## src/hw/ac97_pkg.sv

```systemverilog
// ac97 shared definitions
// frame geometry, slot positions, codec register map and command word layout
package ac97_pkg;

  ////////////////////////////////////////
  // frame geometry
  ////////////////////////////////////////

  // one frame is 256 bit clocks long
  localparam int FRAME_BITS = 256;
  // data slots are 20 bits, the tag slot is 16
  localparam int SLOT_BITS = 20;
  localparam int TAG_BITS = 16;

  // first frame bit of each data slot
  localparam int SLOT1_START = 16;
  localparam int SLOT2_START = 36;
  localparam int SLOT3_START = 56;
  localparam int SLOT4_START = 76;

  // frame bit of the once-per-frame sample strobe
  localparam int READY_BIT = 128;

  // user side sample and volume widths
  localparam int SAMPLE_WIDTH = 8;
  localparam int VOLUME_WIDTH = 5;
  localparam int VOLUME_MAX = 31;

  // entries in the repeating command list
  localparam int CMD_STATES = 16;

  ////////////////////////////////////////
  // codec register map
  ////////////////////////////////////////

  localparam logic [7:0] REG_HEADPHONE = 8'h04;
  localparam logic [7:0] REG_PCM_VOL = 8'h18;
  localparam logic [7:0] REG_REC_SELECT = 8'h1A;
  localparam logic [7:0] REG_REC_GAIN = 8'h1C;
  localparam logic [7:0] REG_MIC = 8'h0E;
  localparam logic [7:0] REG_BEEP = 8'h0A;
  localparam logic [7:0] REG_GENERAL = 8'h20;
  // bit 7 set turns the access into a read, here of the vendor id
  localparam logic [7:0] REG_READ_ID = 8'h80;

  // register write data
  localparam logic [15:0] PCM_VOL_DATA = 16'h0808;
  // record gain at max on both channels
  localparam logic [15:0] REC_GAIN_DATA = 16'h0F0F;
  // mic boost +20 dB
  localparam logic [15:0] MIC_DATA = 16'h8048;
  localparam logic [15:0] BEEP_DATA = 16'h0000;
  // pcm out bypasses mix 1
  localparam logic [15:0] GENERAL_DATA = 16'h8000;

  ////////////////////////////////////////
  // command word
  ////////////////////////////////////////

  // built whole by the sequencer, split into slot 1 and slot 2 by the frame engine
  typedef union packed {
    logic [23:0] raw;
    struct packed {
      logic [7:0] addr;
      logic [15:0] data;
    } field;
  } ac97_cmd_t;

endpackage

```

## src/hw/debounce.sv

```systemverilog
// switch debouncer
// passes the input on once it has been stable for a set number of cycles
module debounce #(
  parameter int DEBOUNCE_COUNT = 270000
) (
  input  logic clock,
  input  logic reset,
  input  logic noisy,
  output logic clean
);

  localparam int COUNT_W = $clog2(DEBOUNCE_COUNT + 1);
  localparam logic [COUNT_W-1:0] STABLE_AT = COUNT_W'(DEBOUNCE_COUNT);

  // last value seen on the input
  logic last_seen;
  // cycles since the last change
  logic [COUNT_W-1:0] count;

  always_ff @(posedge clock) begin
    if (reset) begin
      count <= '0;
      last_seen <= noisy;
      clean <= noisy;
    end else if (noisy != last_seen) begin
      // input moved, start the stability window over
      last_seen <= noisy;
      count <= '0;
    end else if (count == STABLE_AT) begin
      // stable long enough
      clean <= last_seen;
    end else begin
      count <= count + 1'b1;
    end
  end

endmodule

```

## src/hw/volume_control.sv

```systemverilog
// headphone volume register
// two debounced buttons step a saturating volume up and down
module volume_control
  import ac97_pkg::*;
#(
  parameter int DEBOUNCE_COUNT = 270000,
  parameter int VOLUME_AT_RESET = 8
) (
  input  logic clock,
  input  logic reset,
  input  logic button_up,
  input  logic button_down,
  output logic [VOLUME_WIDTH-1:0] volume
);

  localparam logic [VOLUME_WIDTH-1:0] VOL_TOP = VOLUME_WIDTH'(VOLUME_MAX);
  localparam logic [VOLUME_WIDTH-1:0] VOL_INIT = VOLUME_WIDTH'(VOLUME_AT_RESET);

  logic up_clean;
  logic down_clean;
  logic up_prev;
  logic down_prev;
  logic up_edge;
  logic down_edge;

  debounce #(.DEBOUNCE_COUNT(DEBOUNCE_COUNT)) u_up (
    .clock(clock),
    .reset(reset),
    .noisy(button_up),
    .clean(up_clean)
  );

  debounce #(.DEBOUNCE_COUNT(DEBOUNCE_COUNT)) u_down (
    .clock(clock),
    .reset(reset),
    .noisy(button_down),
    .clean(down_clean)
  );

  // one cycle delayed copies for press detection
  always_ff @(posedge clock) begin
    up_prev <= up_clean;
    down_prev <= down_clean;
  end

  assign up_edge = up_clean & ~up_prev;
  assign down_edge = down_clean & ~down_prev;

  // down wins a tie, except at the bottom where it would do nothing
  always_ff @(posedge clock) begin
    if (reset) begin
      volume <= VOL_INIT;
    end else if (down_edge && volume != '0) begin
      volume <= volume - 1'b1;
    end else if (up_edge && volume != VOL_TOP) begin
      volume <= volume + 1'b1;
    end
  end

endmodule

```

## src/hw/ac97_command_seq.sv

```systemverilog
// codec command sequencer
// steps through a fixed list of register writes and reads, one per frame
module ac97_command_seq
  import ac97_pkg::*;
(
  input  logic clock,
  input  logic reset,
  input  logic sample_ready,
  input  logic [VOLUME_WIDTH-1:0] volume,
  output ac97_cmd_t command,
  output logic command_valid
);

  localparam int STATE_W = $clog2(CMD_STATES);
  localparam logic [VOLUME_WIDTH-1:0] VOL_TOP = VOLUME_WIDTH'(VOLUME_MAX);

  logic [STATE_W-1:0] state;
  // headphone attenuation, 0 is loudest
  logic [VOLUME_WIDTH-1:0] atten;
  ac97_cmd_t entry;

  ////////////////////////////////////////
  // state counter
  ////////////////////////////////////////

  // list length is a power of two so the counter wraps on its own
  always_ff @(posedge clock) begin
    if (reset) begin
      state <= '0;
      command_valid <= 1'b0;
    end else begin
      command_valid <= 1'b1;
      if (sample_ready) begin
        state <= state + 1'b1;
      end
    end
  end

  ////////////////////////////////////////
  // command table
  ////////////////////////////////////////

  assign atten = VOL_TOP - volume;

  always_comb begin
    case (state)
      // same attenuation on left and right
      4'd3: entry.raw = {REG_HEADPHONE, 3'b000, atten, 3'b000, atten};
      4'd5: entry.raw = {REG_PCM_VOL, PCM_VOL_DATA};
      // record source 0 selects the mic on both channels
      4'd6: entry.raw = {REG_REC_SELECT, 16'h0000};
      4'd7: entry.raw = {REG_REC_GAIN, REC_GAIN_DATA};
      4'd9: entry.raw = {REG_MIC, MIC_DATA};
      4'd10: entry.raw = {REG_BEEP, BEEP_DATA};
      4'd11: entry.raw = {REG_GENERAL, GENERAL_DATA};
      // idle slots just read the id
      default: entry.raw = {REG_READ_ID, 16'h0000};
    endcase
  end

  // command lags the state by one cycle
  always_ff @(posedge clock) begin
    command <= entry;
  end

endmodule

```

## src/hw/ac97_frame.sv

```systemverilog
// ac97 frame engine
// holds the codec in reset, then serializes output frames and captures the left input slot
module ac97_frame
  import ac97_pkg::*;
#(
  parameter int CODEC_RESET_CYCLES = 1023
) (
  input  logic clock,
  input  logic reset,
  input  ac97_cmd_t command,
  input  logic command_valid,
  input  logic [SAMPLE_WIDTH-1:0] audio_out_data,
  input  logic sdata_in,
  output logic [SAMPLE_WIDTH-1:0] audio_in_data,
  output logic sample_ready,
  output logic audio_reset_b,
  output logic sync,
  output logic sdata_out
);

  localparam int HOLD_W = $clog2(CODEC_RESET_CYCLES + 1);
  localparam int COUNT_W = $clog2(FRAME_BITS);
  localparam int TAG_W = $clog2(TAG_BITS);
  // slots 1 to 4 back to back
  localparam int PAYLOAD_BITS = SLOT4_START + SLOT_BITS - SLOT1_START;
  localparam int PAYLOAD_W = $clog2(PAYLOAD_BITS);

  // bit counter values, outputs show up one cycle after the count that produced them
  localparam logic [HOLD_W-1:0] HOLD_DONE = HOLD_W'(CODEC_RESET_CYCLES);
  localparam logic [COUNT_W-1:0] LAST_BIT = COUNT_W'(FRAME_BITS - 1);
  localparam logic [COUNT_W-1:0] TAG_END = COUNT_W'(TAG_BITS);
  localparam logic [COUNT_W-1:0] TAG_LAST = COUNT_W'(TAG_BITS - 1);
  localparam logic [COUNT_W-1:0] PAYLOAD_LAST = COUNT_W'(SLOT4_START + SLOT_BITS - 1);
  localparam logic [COUNT_W-1:0] STROBE_AT = COUNT_W'(READY_BIT);
  // input is sampled at the end of each slot 3 bit time
  localparam logic [COUNT_W-1:0] CAPTURE_FIRST = COUNT_W'(SLOT3_START + 1);
  localparam logic [COUNT_W-1:0] CAPTURE_LAST = COUNT_W'(SLOT3_START + SLOT_BITS);

  logic [HOLD_W-1:0] hold_count;
  logic [COUNT_W-1:0] bit_count;

  // frame contents latched at the end of the previous frame
  logic cmd_v_l;
  logic audio_v_l;
  logic [7:0] cmd_addr_l;
  logic [15:0] cmd_data_l;
  logic [SAMPLE_WIDTH-1:0] sample_l;

  logic [TAG_BITS-1:0] tag_bits;
  logic [TAG_W-1:0] tag_index;
  logic [SLOT_BITS-1:0] addr_slot;
  logic [SLOT_BITS-1:0] data_slot;
  logic [SLOT_BITS-1:0] audio_slot;
  logic [PAYLOAD_BITS-1:0] payload_bits;
  logic [PAYLOAD_W-1:0] payload_index;
  logic [SLOT_BITS-1:0] left_in;

  ////////////////////////////////////////
  // codec reset hold
  ////////////////////////////////////////

  always_ff @(posedge clock) begin
    if (reset) begin
      hold_count <= '0;
      audio_reset_b <= 1'b0;
    end else if (!audio_reset_b) begin
      if (hold_count == HOLD_DONE) begin
        audio_reset_b <= 1'b1;
      end else begin
        hold_count <= hold_count + 1'b1;
      end
    end
  end

  ////////////////////////////////////////
  // frame assembly
  ////////////////////////////////////////

  // tag in frame order, msb goes out first
  always_comb begin
    tag_bits = '0;
    // frame valid
    tag_bits[TAG_BITS-1] = 1'b1;
    // command address and data valid
    tag_bits[TAG_BITS-2] = cmd_v_l;
    tag_bits[TAG_BITS-3] = cmd_v_l;
    // left and right audio valid
    tag_bits[TAG_BITS-4] = audio_v_l;
    tag_bits[TAG_BITS-5] = audio_v_l;
  end

  // slots left justified, empty until the first latch
  assign addr_slot = cmd_v_l ? {cmd_addr_l, 12'h000} : '0;
  assign data_slot = cmd_v_l ? {cmd_data_l, 4'h0} : '0;
  assign audio_slot = audio_v_l ? {sample_l, {(SLOT_BITS - SAMPLE_WIDTH){1'b0}}} : '0;
  // mono playback, right copies left
  assign payload_bits = {addr_slot, data_slot, audio_slot, audio_slot};

  assign tag_index = TAG_W'(TAG_LAST - bit_count);
  assign payload_index = PAYLOAD_W'(PAYLOAD_LAST - bit_count);

  ////////////////////////////////////////
  // bit counter and serializer
  ////////////////////////////////////////

  always_ff @(posedge clock) begin
    if (reset || !audio_reset_b) begin
      bit_count <= '0;
      sync <= 1'b0;
      sdata_out <= 1'b0;
      sample_ready <= 1'b0;
      cmd_v_l <= 1'b0;
      audio_v_l <= 1'b0;
    end else begin
      bit_count <= bit_count + 1'b1;
      // sync covers the tag slot
      sync <= bit_count < TAG_END;
      sample_ready <= bit_count == STROBE_AT;
      if (bit_count < TAG_END) begin
        sdata_out <= tag_bits[tag_index];
      end else if (bit_count <= PAYLOAD_LAST) begin
        sdata_out <= payload_bits[payload_index];
      end else begin
        sdata_out <= 1'b0;
      end
      if (bit_count == LAST_BIT) begin
        cmd_v_l <= command_valid;
        // audio is always valid once the first frame has gone out
        audio_v_l <= 1'b1;
      end
    end
  end

  // user values are taken once per frame
  always_ff @(posedge clock) begin
    if (bit_count == LAST_BIT) begin
      cmd_addr_l <= command.field.addr;
      cmd_data_l <= command.field.data;
      sample_l <= audio_out_data;
    end
  end

  ////////////////////////////////////////
  // left input capture
  ////////////////////////////////////////

  always_ff @(posedge clock) begin
    if (bit_count >= CAPTURE_FIRST && bit_count <= CAPTURE_LAST) begin
      left_in <= {left_in[SLOT_BITS-2:0], sdata_in};
    end
  end

  // top bits of the 20 bit sample
  assign audio_in_data = left_in[SLOT_BITS-1 -: SAMPLE_WIDTH];

endmodule

```

## src/hw/audio_codec_top.sv

```systemverilog
// ac97 audio codec controller
// volume buttons, command sequencer and frame engine
module audio_codec_top
  import ac97_pkg::*;
#(
  parameter int DEBOUNCE_COUNT = 270000,
  parameter int CODEC_RESET_CYCLES = 1023,
  parameter int VOLUME_AT_RESET = 8
) (
  input  logic clock,
  input  logic reset,
  input  logic button_up,
  input  logic button_down,
  input  logic [SAMPLE_WIDTH-1:0] audio_out_data,
  output logic [SAMPLE_WIDTH-1:0] audio_in_data,
  output logic sample_ready,
  output logic audio_reset_b,
  output logic sync,
  output logic sdata_out,
  input  logic sdata_in
);

  logic [VOLUME_WIDTH-1:0] volume;
  ac97_cmd_t command;
  logic command_valid;

  volume_control #(
    .DEBOUNCE_COUNT(DEBOUNCE_COUNT),
    .VOLUME_AT_RESET(VOLUME_AT_RESET)
  ) u_volume (
    .clock(clock),
    .reset(reset),
    .button_up(button_up),
    .button_down(button_down),
    .volume(volume)
  );

  // advances once per frame on the strobe
  ac97_command_seq u_cmd (
    .clock(clock),
    .reset(reset),
    .sample_ready(sample_ready),
    .volume(volume),
    .command(command),
    .command_valid(command_valid)
  );

  ac97_frame #(
    .CODEC_RESET_CYCLES(CODEC_RESET_CYCLES)
  ) u_frame (
    .clock(clock),
    .reset(reset),
    .command(command),
    .command_valid(command_valid),
    .audio_out_data(audio_out_data),
    .sdata_in(sdata_in),
    .audio_in_data(audio_in_data),
    .sample_ready(sample_ready),
    .audio_reset_b(audio_reset_b),
    .sync(sync),
    .sdata_out(sdata_out)
  );

endmodule

```

## config.mk

```make
export PLATFORM = sky130hd
export DESIGN_NAME = audio_codec_top
export DESIGN_NICKNAME = d
export VERILOG_FILES = /design/src/hw/ac97_pkg.sv /design/src/hw/debounce.sv /design/src/hw/volume_control.sv /design/src/hw/ac97_command_seq.sv /design/src/hw/ac97_frame.sv /design/src/hw/audio_codec_top.sv
export SDC_FILE = /design/constraint.sdc
export NUM_CORES = 1
export LEC_CHECK = 0
export BUFFER_PORTS_ARGS = -buffer_cell sky130_fd_sc_hd__buf_4
export CAP_MARGIN = 25
export CORE_UTILIZATION = 60
export CTS_CLUSTER_SIZE = 16
export DETAILED_ROUTE_END_ITERATION = 10
export PLACE_DENSITY = 0.79
export SETUP_SLACK_MARGIN = 0.4
export SYNTH_ARGS = -nofsm -noshare
export SYNTH_HDL_FRONTEND = slang
export SYNTH_SLANG_ARGS = --single-unit
```

## constraint.sdc

```tcl
create_clock -name clock -period 3.9 [get_ports clock]
set_input_delay 0.585 -clock clock [delete_from_list [all_inputs] [get_ports clock]]
set_output_delay 0.585 -clock clock [all_outputs]
set_load 0.01 [all_outputs]
```

==> metrics.yaml, run 1 <==
global_routing:
  grt_pass1_vias: 3743
  globalRoute.totalOverflow: 0
  grt_use_total: 0.2214
  antenna_violations_before_repair: 0
  largest_net_degree_at_the_start_of_global_routing: 25
  wire_length_of_the_first_global_routing_pass_um: 16950
timing:
  max_slew.worst_pin.slew_ns: 0.7055
  final.setup_skew_ns: 0.008084
  timing.final.hold_violations: 0
  post-route-min-period_ns: 2.355
  share_of_the_clock_period_used_by_the_worst_path: 0.6038
  timing.final.setup_violations: 0
  timing.max_slew.rel_slack: 0.5285
  fin_hold_ws_ns: 0.2501
  rsz0062_at_grt: "no"
  tns_ns: 0
  timing.fmax_mhz: 424.7
  finalWorstSetupSlack_ns: 1.545
  drv_slew: 0
logic_synthesis:
  async_reset_ff_frac: 0
  synth-seq-cells: 134
  syn_area_um2: 5604
  synth_cell_type_count: 51
  synth.yosys.seq_area_share: 0.5608
  synthesis.instances: 527
  ys.flop_type: "sky130_fd_sc_hd__dfxtp_1"
  edff_count_synth: 46
  yosys_warnings: 0
  syn_avg_cell_area_um2: 10.63
  synth.net_count: 556
clocking:
  post_cts.repair.setup_buffers: 0
  cts_sinks: 134
  cts_inserted_buffers: 17
  tritoncts: "built"
  insertion_delay_ns: 0.51
  clk_root_buffer_cell: "sky130_fd_sc_hd__clkbuf_8"
  clk_pin_slew_worst_paths_ns: 0.06
  cts-root-to-sink-buffers: 2
  cts.repair.resized: 0
  ctsHtreeMaxLevel: 4
  cts_hold_fix_bufs: 0
placed_design:
  place_worst_setup_slack_ns: 1.086
  place_area_um2: 5781
  gp_congestion: 0.8469
  port_buffers: 24
  detailed_place_hpwl_um: 6368
routing:
  drt-wirelength-per-cell_um: 14.84
  post-route-drc-count: 0
  dr_total_vias: 3790
  detailedRoute.firstPassIterationCount: 4
  final_antenna_net_count: 0
  vias_per_cell: 5.682
  initialDrtViolationCount: 148
  drt_wl_total_um: 9900
worst_setup_path:
  timing.setup.critical_path_class: "flop to flop"
  timing.critical_path.from: "u_frame.bit_count[1]"
  worst-path-max-fanout: 20
  critical_path.startpoint_type: "flop"
  cp-end-kind: "flop"
  regToRegStartpoint: "u_frame.bit_count[1]"
  required_ns: 4.11
  cp.arrival_ns: 2.57
finish:
  area_growth_syn_to_layout_pct: 14.31
  layout.filler_cells: 629
  antenna_cells: 0
  multi_input_area_um2: 2243
  final_cell_area_um2: 6406
  register_area_um2: 3143
  post_route_cells_drive_above_1_share: 0.1270
  nNetsFinal: 575
die:
  dieWidth_um: 98.65
  design.portCount: 25
  core_area_um2: 8891
  fp.dieH_um: 98.65
  initial_utilization: 0.6303
  placement_rows: 34
  fp.dieArea_um2: 9731
power:
  power_per_cell_area_nw_per_um2: 490.2
  power_leakage_nw: 2.302
  vdd_ir_drop_max_mv: 0.2924
run_status:
  status: "finished clean"
worst_hold_path:
  hold_path_class: "primary input to flop"
  hp-start: "audio_out_data[1]"
job:
  max_cap_viol_count: 0
[state kept, by name (all words and copies together) (netlist names), 4 cells and up]
register,flops
u_frame.cmd_data_l,8
u_frame.cmd_addr_l,6
u_frame.left_in,20
u_frame.hold_count,10
u_volume.u_up.count,19
u_cmd.command,14
u_volume.volume,5
u_volume.u_down.count,19
u_frame.bit_count,8
u_cmd.state,4
u_frame.sample_l,8
[final cells by class]
class,count,area share
Timing Repair Buffer,26,0.03477
Clock inverter,15,0.02637
Inverter,21,0.01230
Tap cell,108,0.02109
Multi-Input combinational cell,346,0.3502
Sequential cell,134,0.4906
Clock buffer,17,0.06465
[synth_stat cells, types with 6 or more instances]
cell / number / area (um2)
sky130_fd_sc_hd__clkbuf_1: 13 / 48.80
sky130_fd_sc_hd__a21oi_1: 19 / 95.09
sky130_fd_sc_hd__and3_1: 9 / 56.30
sky130_fd_sc_hd__mux2_2: 6 / 67.56
sky130_fd_sc_hd__nor2_1: 74 / 277.8
sky130_fd_sc_hd__nand3_1: 17 / 85.08
sky130_fd_sc_hd__nand2_1: 34 / 127.6
sky130_fd_sc_hd__xor2_1: 21 / 183.9
sky130_fd_sc_hd__dfxtp_1: 88 / 1762
sky130_fd_sc_hd__nor3_1: 9 / 45.04
sky130_fd_sc_hd__mux2i_1: 6 / 60.06
sky130_fd_sc_hd__or3_1: 10 / 62.56
sky130_fd_sc_hd__edfxtp_1: 46 / 1381
sky130_fd_sc_hd__buf_4: 9 / 67.56
sky130_fd_sc_hd__nand2b_1: 11 / 68.82
sky130_fd_sc_hd__xnor2_1: 30 / 262.8
sky130_fd_sc_hd__ha_1: 15 / 187.7
sky130_fd_sc_hd__nand4_1: 15 / 93.84
sky130_fd_sc_hd__o21ai_0: 14 / 70.07
sky130_fd_sc_hd__inv_1: 21 / 78.83
[metal layers]
layer  global-route usage  share of wire  up-vias
met5                    0              0        -
met4              0.09529          0.015        0
met3              0.06454          0.041       18
met2               0.3776           0.51       91
met1               0.2616           0.44     1809
li1                     -              -     1872
[worst max-delay path, cell delays in order (launching register included)]
cell,delay [ns]
sky130_fd_sc_hd__dfxtp_1,0.64
sky130_fd_sc_hd__inv_1,0.15
sky130_fd_sc_hd__ha_1,0.24
sky130_fd_sc_hd__nor3b_1,0.16
sky130_fd_sc_hd__or4_1,0.47
sky130_fd_sc_hd__a21oi_2,0.19
sky130_fd_sc_hd__buf_8,0.20
[cells in the final DEF, fill, tap and decap left out, types with 11 or more instances in the layout]
cell,synthesis,routed
sky130_fd_sc_hd__dfxtp_1,88,88
sky130_fd_sc_hd__nor2_1,74,74
sky130_fd_sc_hd__edfxtp_1,46,46
sky130_fd_sc_hd__nand2_1,34,34
sky130_fd_sc_hd__xnor2_1,30,30
sky130_fd_sc_hd__buf_4,9,24
sky130_fd_sc_hd__inv_1,21,21
sky130_fd_sc_hd__xor2_1,21,21
sky130_fd_sc_hd__a21oi_1,19,18
sky130_fd_sc_hd__nand3_1,17,17
sky130_fd_sc_hd__clkbuf_16,0,16
sky130_fd_sc_hd__nand4_1,15,15
sky130_fd_sc_hd__ha_1,15,15
sky130_fd_sc_hd__o21ai_0,14,14
sky130_fd_sc_hd__nand2b_1,11,11
[where the power goes]
group	internal, W	switching (W)
combinational	0.0000516	0.0000578
clock	0.000924	0.000623
sequential	0.00146	0.0000238
total	0.00244	0.000705
[final timing paths]
check	endpoint	slack (ns)	cells past startpoint
worst min-delay path	u_frame.sample_l[1]	0.25	1
worst min register to register	u_volume.up_prev	0.36	0
worst max-delay path	u_frame.left_in[11]	1.55	6
worst max register to register	u_frame.left_in[11]	1.55	6
[through the flow]
stage               power [W]  utilization  cells
floorplan            0.001591            -    527
global placement     0.001613       0.6502    633
detailed placement   0.001623       0.6502    633
CTS                  0.003166       0.7157    665
global route         0.003249       0.7205    667
finish               0.003140       0.7205    667
[logic make-up (layout without fill, tap and decap cells)]
group | Yosys count | in the layout | synth area share
AO/OA/AOI/OAI | 53 | 53 | 0.05783
XOR/XNOR | 51 | 51 | 0.07971
adder cells (fa/ha/maj) | 16 | 16 | 0.03706
buffers and inverters | 47 | 79 | 0.03952
flip-flops | 134 | 134 | 0.5608
multiplexers | 15 | 15 | 0.03483
AND/OR/NAND/NOR | 211 | 211 | 0.1902
Note: power is estimated with default switching activity, not from simulation.
==> inputs of run 2 (changes only) <==
- clock period: 3.9 -> 2.3 ns (I/O delays scaled with it)
==> run 2 against run 1 <==
Combinational power grew to 2.7 times the previous value. Hold slack worse by 0.24 ns. Sequential power is 71% higher. Sequential share of layout area is 2.9 points lower. Critical endpoint is now u_volume.volume[4].
==> metrics.yaml, run 2 (synthesized netlist as in run 1, its figures left out) <==
die:
  placement_rows: 34
  core_area_um2: 8891
  fp.dieH_um: 98.65
  design.portCount: 25
  fp.dieArea_um2: 9731
  initial_utilization: 0.6303
  dieWidth_um: 98.65
worst_setup_path:
  critical_path_buf_inv_count: 0
  cp.arrival_ns: 2.40
  timing.setup.critical_path_class: "flop to flop"
  required_ns: 2.75
  cp-end-kind: "flop"
  rr_endpoint: "u_volume.volume[4]"
  setup_slack_reg_to_reg_ns: 0.35
  regToRegStartpoint: "u_volume.volume[0]"
  worst-path-max-fanout: 6
  timing.critical_path.cells: "nor3_4, a21oi_4, fa_2, a21o_1, a21oi_2, or3_4, a21o_1, a21oi_2"
  slowest_delay_ns: 0.42
  crit_family: "compound AO/OA/AOI/OAI gates"
  critPathSlowestCell: "sky130_fd_sc_hd__dfxtp_4"
  critical_path.startpoint_type: "flop"
  r2r_cells: 8
clocking:
  ctsHtreeMaxLevel: 4
  cts_inserted_buffers: 17
  clk_pin_slew_worst_paths_ns: 0.06
  tritoncts: "built"
  insertion_delay_ns: 0.52
  clk_root_buffer_cell: "sky130_fd_sc_hd__clkbuf_8"
  cts-root-to-sink-buffers: 2
  cts_sinks: 134
finish:
  post_route_cells_drive_above_1_share: 0.2055
  reg_top3: "u_frame.left_in: 20 flops, u_volume.u_down.count: 19 flops, u_volume.u_up.count: 19 flops"
  area_growth_syn_to_layout_pct: 22.42
  layout.filler_cells: 508
  layout_common_cells: "sky130_fd_sc_hd__dfxtp_1, sky130_fd_sc_hd__nor2_1, sky130_fd_sc_hd__edfxtp_1"
  finish.cell_count_without_fillers: 692
  final_cell_area_um2: 6860
  nNetsFinal: 600
  largest_register_ffs: 20
  layout.cells.most_common: "sky130_fd_sc_hd__dfxtp_1"
  regMostFlops: "u_frame.left_in"
  antenna_cells: 0
worst_hold_path:
  whs_endpoint: "u_frame.left_in[0]"
  hold_depth: 1
  hold_path_class: "primary input to flop"
  hp-start: "sdata_in"
placed_design:
  detailed_place_hpwl_um: 6625
  place_area_um2: 5902
  port_buffers: 24
  gp_congestion: 0.8964
  dp_cells: 642
timing:
  share_of_the_clock_period_used_by_the_worst_path: 0.8482
  timing.final.setup_violations: 0
  timing.fmax_mhz: 512.6
  timing.max_slew.rel_slack: 0.6852
  max_slew.worst_pin.slew_ns: 0.4711
  rsz0062_at_grt: "yes"
  final.setup_skew_ns: 0.008399
  post-route-min-period_ns: 1.951
  tns_ns: 0
  timing.final.hold_violations: 0
  drv_slew: 0
routing:
  dr_total_vias: 3991
  drt-wirelength-per-cell_um: 17.15
  drt_wl_total_um: 11870
  vias_per_cell: 5.767
  post-route-drc-count: 0
  final_antenna_net_count: 0
  initialDrtViolationCount: 215
  detailedRoute.firstPassIterationCount: 4
global_routing:
  antenna_violations_before_repair: 0
  globalRoute.totalOverflow: 0
  largest_net_degree_at_the_start_of_global_routing: 25
  grt_pass1_vias: 4039
  grt_use_total: 0.2551
  wire_length_of_the_first_global_routing_pass_um: 19180
power:
  power_leakage_nw: 2.498
  vdd_ir_drop_max_mv: 0.4350
  power_per_cell_area_nw_per_um2: 842.9
  report.power.total_w: 0.005783
job:
  max_cap_viol_count: 0
run_status:
  status: "finished clean"
-- run 2: cell types whose count changed in the layout (fill, tap and decap cells not counted), sizes merged --
cell,delta
bufinv,+1
buf,+18
dlygate4sd3,+6
clkbuf,+6
clkinv,-1
clkinvlp,-1
inv,-5
and3,+1
-- run 2: worst max path at each step --
stage | start | end | slack, ns | cells after the start
after floorplan | u_frame.bit_count[0] | u_frame.left_in[0] | 0.18 | 6
after global placement | u_frame.bit_count[1] | u_frame.left_in[4] | 0.28 | 6
after detailed placement | u_frame.bit_count[1] | u_frame.cmd_v_l | 0.21 | 6
after CTS | u_volume.volume[2] | u_volume.volume[4] | 0.38 | 8
after global routing | u_volume.volume[0] | u_volume.volume[4] | 0.31 | 8
final | u_volume.volume[0] | u_volume.volume[4] | 0.35 | 8
-- run 2: worst register-to-register path: cells and delay by family (launching register included) --
family,cells,cell delay [ns]
compound gates,5,0.80
fa+ha+maj,1,0.28
flops,1,0.42
simple gates,2,0.39
-- run 2: final cells by class --
type	instances	area, um2	share of cell area
clock buffers	23	531.8	0.07751
clock inverters	9	130.1	0.01897
inverters	21	81.33	0.01185
multi-input cells	347	2409	0.3511
flip-flops and latches	134	3167	0.4616
well taps	108	135.1	0.01970
repair buffers	50	406.6	0.05927
-- run 2: per-stage QoR --
step	utilization	hold slack (ns)	setup WS [ns]
floorplan	-	0.3399	0.1783
global placement	0.6638	0.3493	0.2832
detailed placement	0.6638	0.3592	0.2148
CTS	0.7632	0.002843	0.3829
global route	0.7716	0.004881	0.3061
finish	0.7716	0.01258	0.3491
-- run 2: report_power, final --
part / leakage [nW] / internal, W / switching [W]
combinational: 1.02 / 0.000145 / 0.000154
sequential: 1.15 / 0.00248 / 0.0000472
clock: 0.325 / 0.00194 / 0.00102
total: 2.50 / 0.00457 / 0.00122
-- run 2: timing repair --
action                     CTS  global route
cloned                       0             1
hold endpoints to repair     6             0
setup endpoints to repair   45            34
pin swaps                    5            12
setup buffers               11             0
gates resized for setup     20            11
hold buffers                 6             0
-- run 2: per-layer routing --
metal,global-route usage,vias up,wire (um)
met3,0.05461,38,497
met2,0.4426,130,5984
met1,0.2981,1908,4967
met4,0.1343,0,416
met5,0,-,0
li1,-,1915,-
